## src/verilog/lsq_pkg.sv

```systemverilog
package lsq_pkg;

	// ==========================================================
	// Queue and memory geometry
	// ==========================================================

	localparam int LSQ_ENTRIES = 8;
	localparam int LSQ_NDX_W = 3;
	localparam int MEM_WORDS = 256;
	localparam int ADDR_W = 8;
	localparam int DATA_W = 32;

	// An entry index doubles as the tag handed back on enqueue
	typedef logic [LSQ_NDX_W-1:0] lsq_ndx_t;
	typedef logic [7:0] seqnum_t;
	// Distance of an entry from the head, zero being the oldest
	typedef logic [LSQ_NDX_W-1:0] age_t;
	typedef logic [ADDR_W-1:0] word_addr_t;
	typedef logic [DATA_W-1:0] data_t;
	typedef logic [DATA_W/8-1:0] byte_en_t;
	typedef logic [1:0] memsz_t;

	// Access sizes, data always sits in the low byte lanes
	localparam memsz_t MEMSZ_BYTE = 2'd0;
	localparam memsz_t MEMSZ_HALF = 2'd1;
	localparam memsz_t MEMSZ_WORD = 2'd2;

	typedef enum logic [1:0] {
		IDLE,
		REQ,
		RETIRE
	} drain_state_t;

	// ==========================================================
	// Size helpers
	// ==========================================================

	// Byte lanes touched by an access of the given size
	function automatic byte_en_t size_be(memsz_t sz);
		case (sz)
			MEMSZ_BYTE: size_be = 4'b0001;
			MEMSZ_HALF: size_be = 4'b0011;
			MEMSZ_WORD: size_be = 4'b1111;
			default:    size_be = 4'b0000;
		endcase
	endfunction

	// Bit mask that zero-extends a load of the given size
	function automatic data_t size_mask(memsz_t sz);
		byte_en_t be;
		be = size_be(sz);
		for (int b = 0; b < DATA_W/8; b++) begin
			size_mask[b*8 +: 8] = {8{be[b]}};
		end
	endfunction

endpackage

```

## src/verilog/lsq_store_drain.sv

```systemverilog
`timescale 1ns/1ps

module lsq_store_drain (
	input  logic                            clk_i,
	input  logic                            arst_n_i,
	input  logic [lsq_pkg::LSQ_ENTRIES-1:0] ent_valid_i,
	input  logic [lsq_pkg::LSQ_ENTRIES-1:0] ent_load_i,
	input  logic [lsq_pkg::LSQ_ENTRIES-1:0] ent_datav_i,
	input  lsq_pkg::memsz_t                 ent_size_i [lsq_pkg::LSQ_ENTRIES],
	input  lsq_pkg::word_addr_t             ent_addr_i [lsq_pkg::LSQ_ENTRIES],
	input  lsq_pkg::data_t                  ent_data_i [lsq_pkg::LSQ_ENTRIES],
	input  lsq_pkg::lsq_ndx_t               head_ndx_i,
	output logic                            mem_req_o,
	input  logic                            mem_gnt_i,
	output lsq_pkg::word_addr_t             mem_addr_o,
	output lsq_pkg::byte_en_t               mem_be_o,
	output lsq_pkg::data_t                  mem_wdata_o,
	output logic                            retire_o
);
	import lsq_pkg::*;

	drain_state_t state;
	drain_state_t state_nxt;
	logic head_ready;

	// Stores leave strictly from the head and only once their data is in
	assign head_ready = ent_valid_i[head_ndx_i] && !ent_load_i[head_ndx_i] &&
	                    ent_datav_i[head_ndx_i];

	always_comb begin
		state_nxt = state;
		case (state)
			IDLE:    if (head_ready) state_nxt = REQ;
			// Memory is written in the grant cycle
			REQ:     if (mem_gnt_i) state_nxt = RETIRE;
			RETIRE:  state_nxt = IDLE;
			default: state_nxt = IDLE;
		endcase
	end

	always_ff @(posedge clk_i or negedge arst_n_i) begin
		if (!arst_n_i) begin
			state <= IDLE;
		end else begin
			state <= state_nxt;
		end
	end

	assign mem_req_o = state == REQ;
	assign retire_o = state == RETIRE;

	// Write port fields come straight from the head entry
	assign mem_addr_o = ent_addr_i[head_ndx_i];
	assign mem_be_o = size_be(ent_size_i[head_ndx_i]);
	assign mem_wdata_o = ent_data_i[head_ndx_i];

endmodule

```

## config.mk

```make
export PLATFORM = sky130hd
export DESIGN_NAME = lsq_store_drain
export DESIGN_NICKNAME = d
export VERILOG_FILES = /design/src/verilog/lsq_pkg.sv /design/src/verilog/lsq_store_drain.sv
export SDC_FILE = /design/constraint.sdc
export NUM_CORES = 1
export LEC_CHECK = 0
export BUFFER_PORTS_ARGS = -buffer_cell sky130_fd_sc_hd__buf_2
export CELL_PAD_IN_SITES_DETAIL_PLACEMENT = 1
export CELL_PAD_IN_SITES_GLOBAL_PLACEMENT = 1
export CORE_AREA = 3 3 157 159
export DETAILED_ROUTE_END_ITERATION = 10
export DIE_AREA = 0 0 160 162
export GPL_TIMING_DRIVEN = 0
export PLACE_DENSITY = 0.56
export SETUP_SLACK_MARGIN = 0.2
export SKIP_LAST_GASP = 1
export SYNTH_ARGS = -nofsm -noshare
export SYNTH_HDL_FRONTEND = slang
export SYNTH_SLANG_ARGS = --single-unit
export TNS_END_PERCENT = 5
```

## constraint.sdc

```tcl
create_clock -name clk_i -period 1.73 [get_ports clk_i]
set_clock_uncertainty 0.2 [all_clocks]
set_input_delay 0.0865 -clock clk_i [delete_from_list [all_inputs] [get_ports clk_i]]
set_output_delay 0.0865 -clock clk_i [all_outputs]
set_load 0.01 [all_outputs]
```

==> impl_metrics.csv, run 1 <==
group,metric,value,unit
run_status,outcome,"finished with violations",
run_status,violations,"hold timing, setup timing",
yosys,synth_edf_count,0,
global_route,grt.met3_usage,3.19,%
yosys,syn-num-nets,544,
routing,viasPerCell,4.10,
routing,antenna_left,0,
global_route,gr-max-usage-layer,"met2",
critical_path,endpoint,"mem_be_o[1]",
global_route,grtUsageMet2,24.1,%
critical_path,cp-end-kind,"primary output",
floorplanning,pin_count,412,
clock_tree,cts_tree,"built",
clock_tree,cts_root_buffer,"clkbuf_16",
layout,final_common_cell,"buf_2",
routing,drtIter0Drc,138,
clock_tree,clk_pin_slew_worst_paths,0.03,ns
placement,portBuffers,408,
global_route,grt_max_degree,11,
global_route,antenna_found_initial,0,
min_path,hp-class,"input pin to async pin",
critical_path,reg2reg_to,"state[0]",
layout,drive_gt1_share,96.0,%
critical_path,cp_data_required_time,1.44,ns
flow_run,drv_cap,0,
routing,wl,18000,um
sta,whs,-0.0108,ns
yosys,synth_top_family_by_area,"multiplexers",
sta,slew_viol_final,0,
layout,final_cell_mix,"buf_2 (408), mux4_2 (84), mux2_2 (39)",
global_route,met1_usage,15.6,%
yosys,synth.area.mux_share,86.2,%
critical_path,cp.arrival,1.56,ns
yosys,synth_xor_area_share,0,%
sta,max_slew.worst_pin.slew,0.663,ns
sta,rsz0062_at_grt,"true",
clock_tree,clock_latency,0.22,ns
floorplanning,dieHeight,162,um
yosys,yosysSeqAreaShare,1.81,%
floorplanning,dieArea,25900,sq um
sta,hold_viol,2,
critical_path,worstPathMaxFanout,5,
critical_path,path_class,"input pin to primary output",
yosys,synth_flop_cell,"dfrtp_1",
yosys,synth_fa_ha_area_share,0.907,%
yosys,synth.avg_cell_area,15.7,sq um
yosys,yosysWarnings,0,
clock_tree,cts_sinks,2,
critical_path,r2r_start,"state[0]",
sta,setup_viol,33,
layout,top_register,"state",
sta,min_period,1.85,ns
placement,hpwlAfterDp,15800,um
routing,drc,0,
critical_path,startpoint_type,"input pin",
global_route,grtUsageTotal,13.1,%
power,p_per_area,347,nW/um^2
floorplanning,fp.dieW,160,um
yosys,async_flop_share,100,%
routing,vias,3758,
layout,reg.largest.list,"state x2",
floorplanning,rows,56,
yosys,yosys.area_share.simple,3.94,%
placement,pre_cts_ws,-0.802,ns
layout,diodes,0,
sta,fmax,0.540,GHz
layout,nets,967,
sta,slew_headroom,55.8,%
yosys,synth_cell_type_count,29,
layout,final_area,5510,sq um
yosys,synth_cells,176,
yosys,synth_compound_area_share,1.18,%
critical_path,reg2regPathDepth,1,
layout,largest_reg_flops,2,
routing,wl_per_cell,19.7,um
global_route,first_global_vias,4436,
clock_tree,htreeDepth,1,
clock_tree,cts_buffer_depth,2,
sta,layout_setup_ws,-0.121,ns
critical_path,startpoint,"head_ndx_i[0]",
yosys,synth_seq_cells,2,
sta,finalCritPeriodShare,107,%
power,p_leak,0.00267,uW
layout,syn_to_final_growth,99.8,%
clock_tree,cts_buffers,3,
yosys,syn_area,2760,sq um
placement,globalplace.congestion,0.826,
routing,drtPass1Iterations,4,
global_route,grt_pass1_wl,26200,um
power,peakVddDrop,0.141,mV
floorplanning,core-area,23400,sq um
placement,placed_area,5230,sq um
floorplanning,start_util,11.8,%
global_route,grt_overflow,0,
critical_path,reg2reg_slack,0.71,ns
-- worst min-delay path by stage --
stage | startpoint | end | slack [ns] | cells past startpoint
floorplan | arst_n_i | state[0] | -0.41 | 0
global placement | arst_n_i | state[0] | -0.32 | 1
detailed placement | arst_n_i | state[0] | -0.32 | 1
CTS | arst_n_i | state[1] | 0.01 | 2
global route | arst_n_i | state[1] | 0.02 | 2
finish | arst_n_i | state[1] | -0.01 | 2
-- cell type report --
type | count | area (sq um)
clock buffer | 3 | 75.1
tap | 319 | 399
sequential | 2 | 50.0
fill | 2874 | 17900
buffer | 26 | 256
timing repair buffer | 418 | 2160
inverter | 3 | 11.3
multi-input combinational | 145 | 2560
-- synthesized netlist by cell type, types with 2 or more instances --
library cell	instances	area share, %
nor4bb_1	2	0.73
and4b_1	2	0.73
nor2b_1	2	0.45
ha_1	2	0.91
mux4_2	84	69
dfrtp_1	2	1.8
inv_1	2	0.27
clkbuf_1	8	1.1
mux2_2	40	16
buf_2	12	2.2
nand4b_1	2	0.63
-- power breakdown --
group          total (uW)  leakage (uW)  internal [uW]  switching, uW
logic                1490       0.00261            927            567
clock network         343     0.0000370            294           48.9
registers            80.3     0.0000256           65.0           15.3
total                1920       0.00267           1290            631
-- per-layer routing --
layer  vias to the layer above  share of wire, %  wire length (um)
met4                         0               1.2               212
met3                         8               8.7              1560
met5                         -                 0                 0
met2                       242                52              9350
met1                      1839                38              6910
li1                       1669                 -                 -
-- kinds of logic after synthesis --
family,Yosys count
buffers and inverters,29
adders and majority gates,2
muxes,126
AOI/OAI and AO/OA,4
and+or+nand+nor,13
DFF,2
-- through the flow --
stage / TNS, ns / power (uW) / util, % / hold slack, ns / instances
after floorplan: -0.185 / 837 / - / -0.409 / 176
after global placement: -19.85 / 1510 / 22.3 / -0.320 / 903
after detailed placement: -20.72 / 1530 / 22.3 / -0.320 / 903
after CTS: -4.23 / 1950 / 23.5 / 0.0134 / 916
after global routing: -5.22 / 2060 / 23.6 / 0.0180 / 916
final: -1.99 / 1920 / 23.6 / -0.0108 / 916
-- worst max-delay path: stages --
cell    delay [ns]
buf_12        0.10
buf_12        0.11
buf_12        0.10
mux4_2        0.47
mux2_4        0.29
ha_4          0.26
inv_2         0.03
buf_6         0.11
-- repair_timing --
action	in CTS	in global routing
gates resized for setup	29	5
cloned	1	0
hold buffers	2	0
pin swaps	1	0
endpoints found under the setup margin	45	44
hold endpoints to repair	4	0
setup buffers	7	0
No activity file was read; power rests on OpenSTA's default activity.
==> run 2, diff against run 1 <==
--- a/config.mk
+++ b/config.mk
@@ -12,7 +12,7 @@
 export DETAILED_ROUTE_END_ITERATION = 10
 export DIE_AREA = 0 0 160 162
 export GPL_TIMING_DRIVEN = 0
-export PLACE_DENSITY = 0.56
+export PLACE_DENSITY_LB_ADDON = 0.1
 export SETUP_SLACK_MARGIN = 0.2
 export SKIP_LAST_GASP = 1
 export SYNTH_ARGS = -nofsm -noshare
==> impl_metrics.csv, run 2 (synthesis gave the netlist of run 1 again) <==
group,metric,value,unit
power,p_leak,0.00268,uW
critical_path,path_class,"input pin to primary output",
routing,drc,0,
placement,portBuffers,408,
routing,vias,3787,
power,p_per_area,350,nW/um^2
floorplanning,core-area,23400,sq um
global_route,grt_overflow,0,
clock_tree,cts_buffer_depth,2,
placement,hpwlAfterDp,17200,um
critical_path,reg2regPathDepth,1,
global_route,antenna_found_initial,3,
layout,largest_reg_flops,2,
layout,final_common_cell,"buf_2",
critical_path,worstPathMaxFanout,5,
floorplanning,rows,56,
routing,drtPass1Iterations,4,
floorplanning,dieArea,25900,sq um
critical_path,cpPeakStageDelay,0.48,ns
global_route,grt_pass1_wl,27900,um
critical_path,timing.critical_path.mode_cell,"buf_12",
critical_path,cp.arrival,1.56,ns
routing,wl,19700,um
sta,finalCritPeriodShare,107,%
placement,globalplace.congestion,0.819,
routing,wl_per_cell,21.4,um
sta,slew_headroom,55.9,%
sta,hold_viol,0,
floorplanning,dieHeight,162,um
global_route,grtUsageTotal,14.2,%
layout,fillers,2809,
layout,final_cell_mix,"buf_2 (410), mux4_2 (84), mux2_2 (39)",
critical_path,cp-end-kind,"primary output",
placement,pre_cts_ws,-0.794,ns
clock_tree,htreeDepth,1,
clock_tree,cts_root_buffer,"clkbuf_16",
critical_path,critPathSlowestCell,"mux4_2",
layout,drive_gt1_share,96.0,%
sta,setup_tns,-1.95,ns
floorplanning,fp.dieW,160,um
layout,nets,971,
clock_tree,cts_tree,"built",
clock_tree,clock_latency,0.22,ns
run_status,violations,"setup timing",
global_route,first_global_vias,4558,
layout,top_register,"state",
routing,drtIter0Drc,118,
critical_path,startpoint_type,"input pin",
sta,layout_setup_ws,-0.117,ns
flow_run,drv_cap,0,
critical_path,crit_chain,"buf_12, buf_12, buf_12, mux4_2, mux2_4, ha_4, inv_2, buf_6",
sta,slew_viol_final,0,
critical_path,r2r_start,"state[0]",
floorplanning,pin_count,412,
sta,fmax,0.541,GHz
critical_path,reg2reg_to,"state[0]",
critical_path,crit_family,"multiplexers",
global_route,grt_max_degree,11,
sta,max_slew.worst_pin.slew,0.662,ns
run_status,outcome,"finished with violations",
clock_tree,cts_sinks,2,
layout,final_util,23.7,%
sta,rsz0062_at_grt,"true",
sta,min_period,1.85,ns
clock_tree,cts_buffers,3,
floorplanning,start_util,11.8,%
sta,whs,0.00593,ns
power,peakVddDrop,0.251,mV
critical_path,reg2reg_slack,0.70,ns
min_path,hp-class,"input pin to async pin",
clock_tree,clk_pin_slew_worst_paths,0.03,ns
sta,setup_viol,35,
routing,viasPerCell,4.11,
layout,reg.largest.list,"state x2",
layout,syn_to_final_growth,101,%
critical_path,cp_data_required_time,1.44,ns
critical_path,crit_buf_inv,5,
routing,antenna_left,0,
## run 2: cell count changes in the layout (fill, tap and decap cells not counted)
| cell | change |
|---|---|
| clkbuf_4 | -1 |
| bufbuf_16 | -1 |
| buf_4 | +2 |
| buf_6 | -1 |
| buf_12 | +1 |
| buf_16 | +1 |
| diode_2 | +1 |
| buf_2 | +2 |
| buf_8 | +1 |
## run 2: cell type report
type | count | area [sq um] | share of cell area, %
inverters | 3 | 11.3 | 0.203
clock buffers | 3 | 75.1 | 1.35
repair buffers | 422 | 2200 | 39.7
multi-input cells | 145 | 2560 | 46.1
flip-flops and latches | 2 | 50.0 | 0.901
diodes | 1 | 2.50 | 0.0451
well taps | 319 | 399 | 7.19
plain buffers | 26 | 248 | 4.46
## run 2: what timing repair did
| action | CTS | global route |
|---|---|---|
| cloned | 1 | 0 |
| gates resized for setup | 32 | 4 |
| hold endpoints to repair | 4 | 0 |
| setup endpoints to repair | 45 | 44 |
| hold buffers | 2 | 0 |
| buffers inserted | 11 | 0 |
| pin swaps | 1 | 0 |
## run 2: per-stage QoR
stage / cells / cell area (sq um) / total power (uW)
finish: 921 / 5550 / 1940
global route: 921 / 5550 / 2090
CTS: 920 / 5540 / 1990
detailed placement: 903 / 5230 / 1560
global placement: 903 / 5230 / 1530
floorplan: 176 / 2790 / 837
## run 2: layer usage
layer	GRT usage [%]	share of wire [%]	vias up
li1	-	-	1679
met3	3.75	9.1	13
met5	0	0.036	-
met1	14.6	34	1844
met4	2.29	0.93	2
met2	28.9	56	249
## run 2: power by group
group / switching [uW] / internal (uW)
logic: 578 / 932
registers: 17.7 / 65.0
clock network: 56.9 / 294
total: 652 / 1290
## run 2: worst max-delay path by stage
stage | from | end | slack [ns] | cells past startpoint
2_1_floorplan | head_ndx_i[0] | mem_be_o[1] | -0.07 | 7
3_3_place_gp | head_ndx_i[1] | mem_be_o[1] | -0.76 | 7
3_5_place_dp | head_ndx_i[1] | mem_be_o[1] | -0.79 | 7
4_1_cts | head_ndx_i[0] | mem_be_o[1] | -0.13 | 8
5_1_grt | head_ndx_i[0] | mem_be_o[1] | -0.17 | 8
6_report | head_ndx_i[0] | mem_be_o[1] | -0.12 | 8
==> run 3, diff against run 2 <==
--- a/config.mk
+++ b/config.mk
@@ -8,9 +8,9 @@
 export BUFFER_PORTS_ARGS = -buffer_cell sky130_fd_sc_hd__buf_2
 export CELL_PAD_IN_SITES_DETAIL_PLACEMENT = 1
 export CELL_PAD_IN_SITES_GLOBAL_PLACEMENT = 1
-export CORE_AREA = 3 3 157 159
+export CORE_AREA = 2 2 160 162
 export DETAILED_ROUTE_END_ITERATION = 10
-export DIE_AREA = 0 0 160 162
+export DIE_AREA = 0 0 162 164
 export GPL_TIMING_DRIVEN = 0
 export PLACE_DENSITY_LB_ADDON = 0.1
 export SETUP_SLACK_MARGIN = 0.2
==> impl_metrics.csv, run 3 (synthesis gave the netlist of run 1 again) <==
group,metric,value,unit
routing,wl_per_cell,19.9,um
global_route,grt_pass1_wl,26700,um
run_status,outcome,"finished with violations",
critical_path,startpoint,"head_ndx_i[0]",
floorplanning,start_util,11.1,%
critical_path,cpPeakStageDelay,0.48,ns
floorplanning,dieHeight,164,um
placement,placed_area,5240,sq um
floorplanning,core-area,24800,sq um
global_route,grtUsageTotal,13.2,%
placement,hpwlAfterDp,16200,um
placement,globalplace.congestion,0.778,
global_route,antenna_found_initial,2,
power,total_power,1930,uW
critical_path,cp-end-kind,"primary output",
min_path,hp-class,"input pin to async pin",
flow_run,drv_cap,0,
global_route,grt_max_degree,11,
layout,syn_to_final_growth,103,%
critical_path,path_class,"input pin to primary output",
critical_path,crit_buf_inv,5,
clock_tree,clk_pin_slew_worst_paths,0.03,ns
clock_tree,cts_buffers,3,
critical_path,crit_family,"multiplexers",
layout,nets,974,
clock_tree,cts_root_buffer,"clkbuf_16",
layout,final_cell_mix,"buf_2 (410), mux4_2 (84), mux2_2 (39)",
clock_tree,cts_tree,"built",
critical_path,critPathSlowestCell,"mux4_2",
power,p_per_area,343,nW/um^2
layout,top_register,"state",
critical_path,r2r_start,"state[0]",
placement,portBuffers,408,
clock_tree,htreeDepth,1,
routing,viasPerCell,4.05,
layout,largest_reg_flops,2,
clock_tree,cts_sinks,2,
global_route,first_global_vias,4595,
global_route,grt_overflow,0,
sta,hold_viol,0,
run_status,violations,"setup timing",
critical_path,timing.critical_path.mode_cell,"buf_12",
floorplanning,dieArea,26600,sq um
sta,max_slew.worst_pin.slew,0.697,ns
sta,rsz0062_at_grt,"true",
critical_path,cp_data_required_time,1.44,ns
sta,slew_headroom,53.5,%
layout,fillers,2973,
layout,reg.largest.list,"state x2",
layout,drive_gt1_share,95.9,%
layout,final_common_cell,"buf_2",
routing,drtPass1Iterations,4,
sta,setup_viol,43,
clock_tree,cts_buffer_depth,2,
sta,layout_setup_ws,-0.142,ns
sta,fmax,0.534,GHz
sta,slew_viol_final,0,
floorplanning,pin_count,412,
floorplanning,rows,58,
routing,antenna_left,0,
critical_path,startpoint_type,"input pin",
critical_path,worstPathMaxFanout,6,
power,p_leak,0.00271,uW
clock_tree,clock_latency,0.22,ns
sta,finalCritPeriodShare,108,%
floorplanning,fp.dieW,162,um
routing,drc,0,
routing,drtIter0Drc,59,
critical_path,crit_chain,"buf_16, buf_12, buf_12, mux4_2, mux2_4, ha_4, inv_2, buf_6",
critical_path,cp.arrival,1.59,ns
routing,wl,18600,um
power,peakVddDrop,0.247,mV
sta,min_period,1.87,ns
layout,final_area,5610,sq um
routing,vias,3785,
==> run 3: layout make-up <==
type / instances / area (sq um) / share of cell area [%]
inverter: 3 / 11.3 / 0.201
clock buffer: 3 / 75.1 / 1.34
antenna: 1 / 2.50 / 0.0446
multi-input combinational: 145 / 2560 / 45.7
sequential: 2 / 50.0 / 0.892
tap: 330 / 413 / 7.36
buffer: 26 / 275 / 4.91
timing repair buffer: 425 / 2220 / 39.6
==> run 3: path summary, 6_finish.rpt <==
check	endpoint	slack [ns]	cells past startpoint
min in group clk_i	state[0]	0.22	5
max reg2reg	state[1]	0.71	2
min	state[0]	0.01	2
max	mem_be_o[1]	-0.14	8
max in group asynchronous	state[1]	1.21	2
min reg2reg	state[0]	0.36	2
==> run 3: stage by stage <==
stage               utilization [%]  hold slack (ns)  cells  setup TNS [ns]  setup slack (ns)
floorplan                         -           -0.409    176          -0.185           -0.0729
global placement               21.1           -0.323    914          -16.19            -0.669
detailed placement             21.1           -0.320    914          -16.68            -0.676
CTS                            22.2           0.0245    931           -5.00            -0.168
global route                   22.6           0.0451    935           -6.16            -0.193
finish                         22.6           0.0146    935           -2.16            -0.142
==> run 3: repair_timing <==
action | in CTS | in global routing
hold buffers | 2 | 0
gates cloned | 0 | 2
pin swaps | 1 | 0
setup buffers | 12 | 1
setup endpoints to repair | 45 | 45
hold endpoints to repair | 4 | 0
gates resized for setup | 28 | 12
==> run 3: per-layer routing <==
metal | share of wire, % | track usage [%] | vias up
met5 | 0.065 | 0 | -
met4 | 0.64 | 2.05 | 2
met3 | 9.3 | 3.46 | 8
met2 | 57 | 27.1 | 237
met1 | 33 | 13.3 | 1856
li1 | - | - | 1682
==> run 3: where the power goes <==
| group | internal, uW | switching (uW) | leakage, uW |
|---|---|---|---|
| logic | 941 | 560 | 0.00264 |
| registers | 65.0 | 16.9 | 0.0000256 |
| clock network | 294 | 49.6 | 0.0000370 |
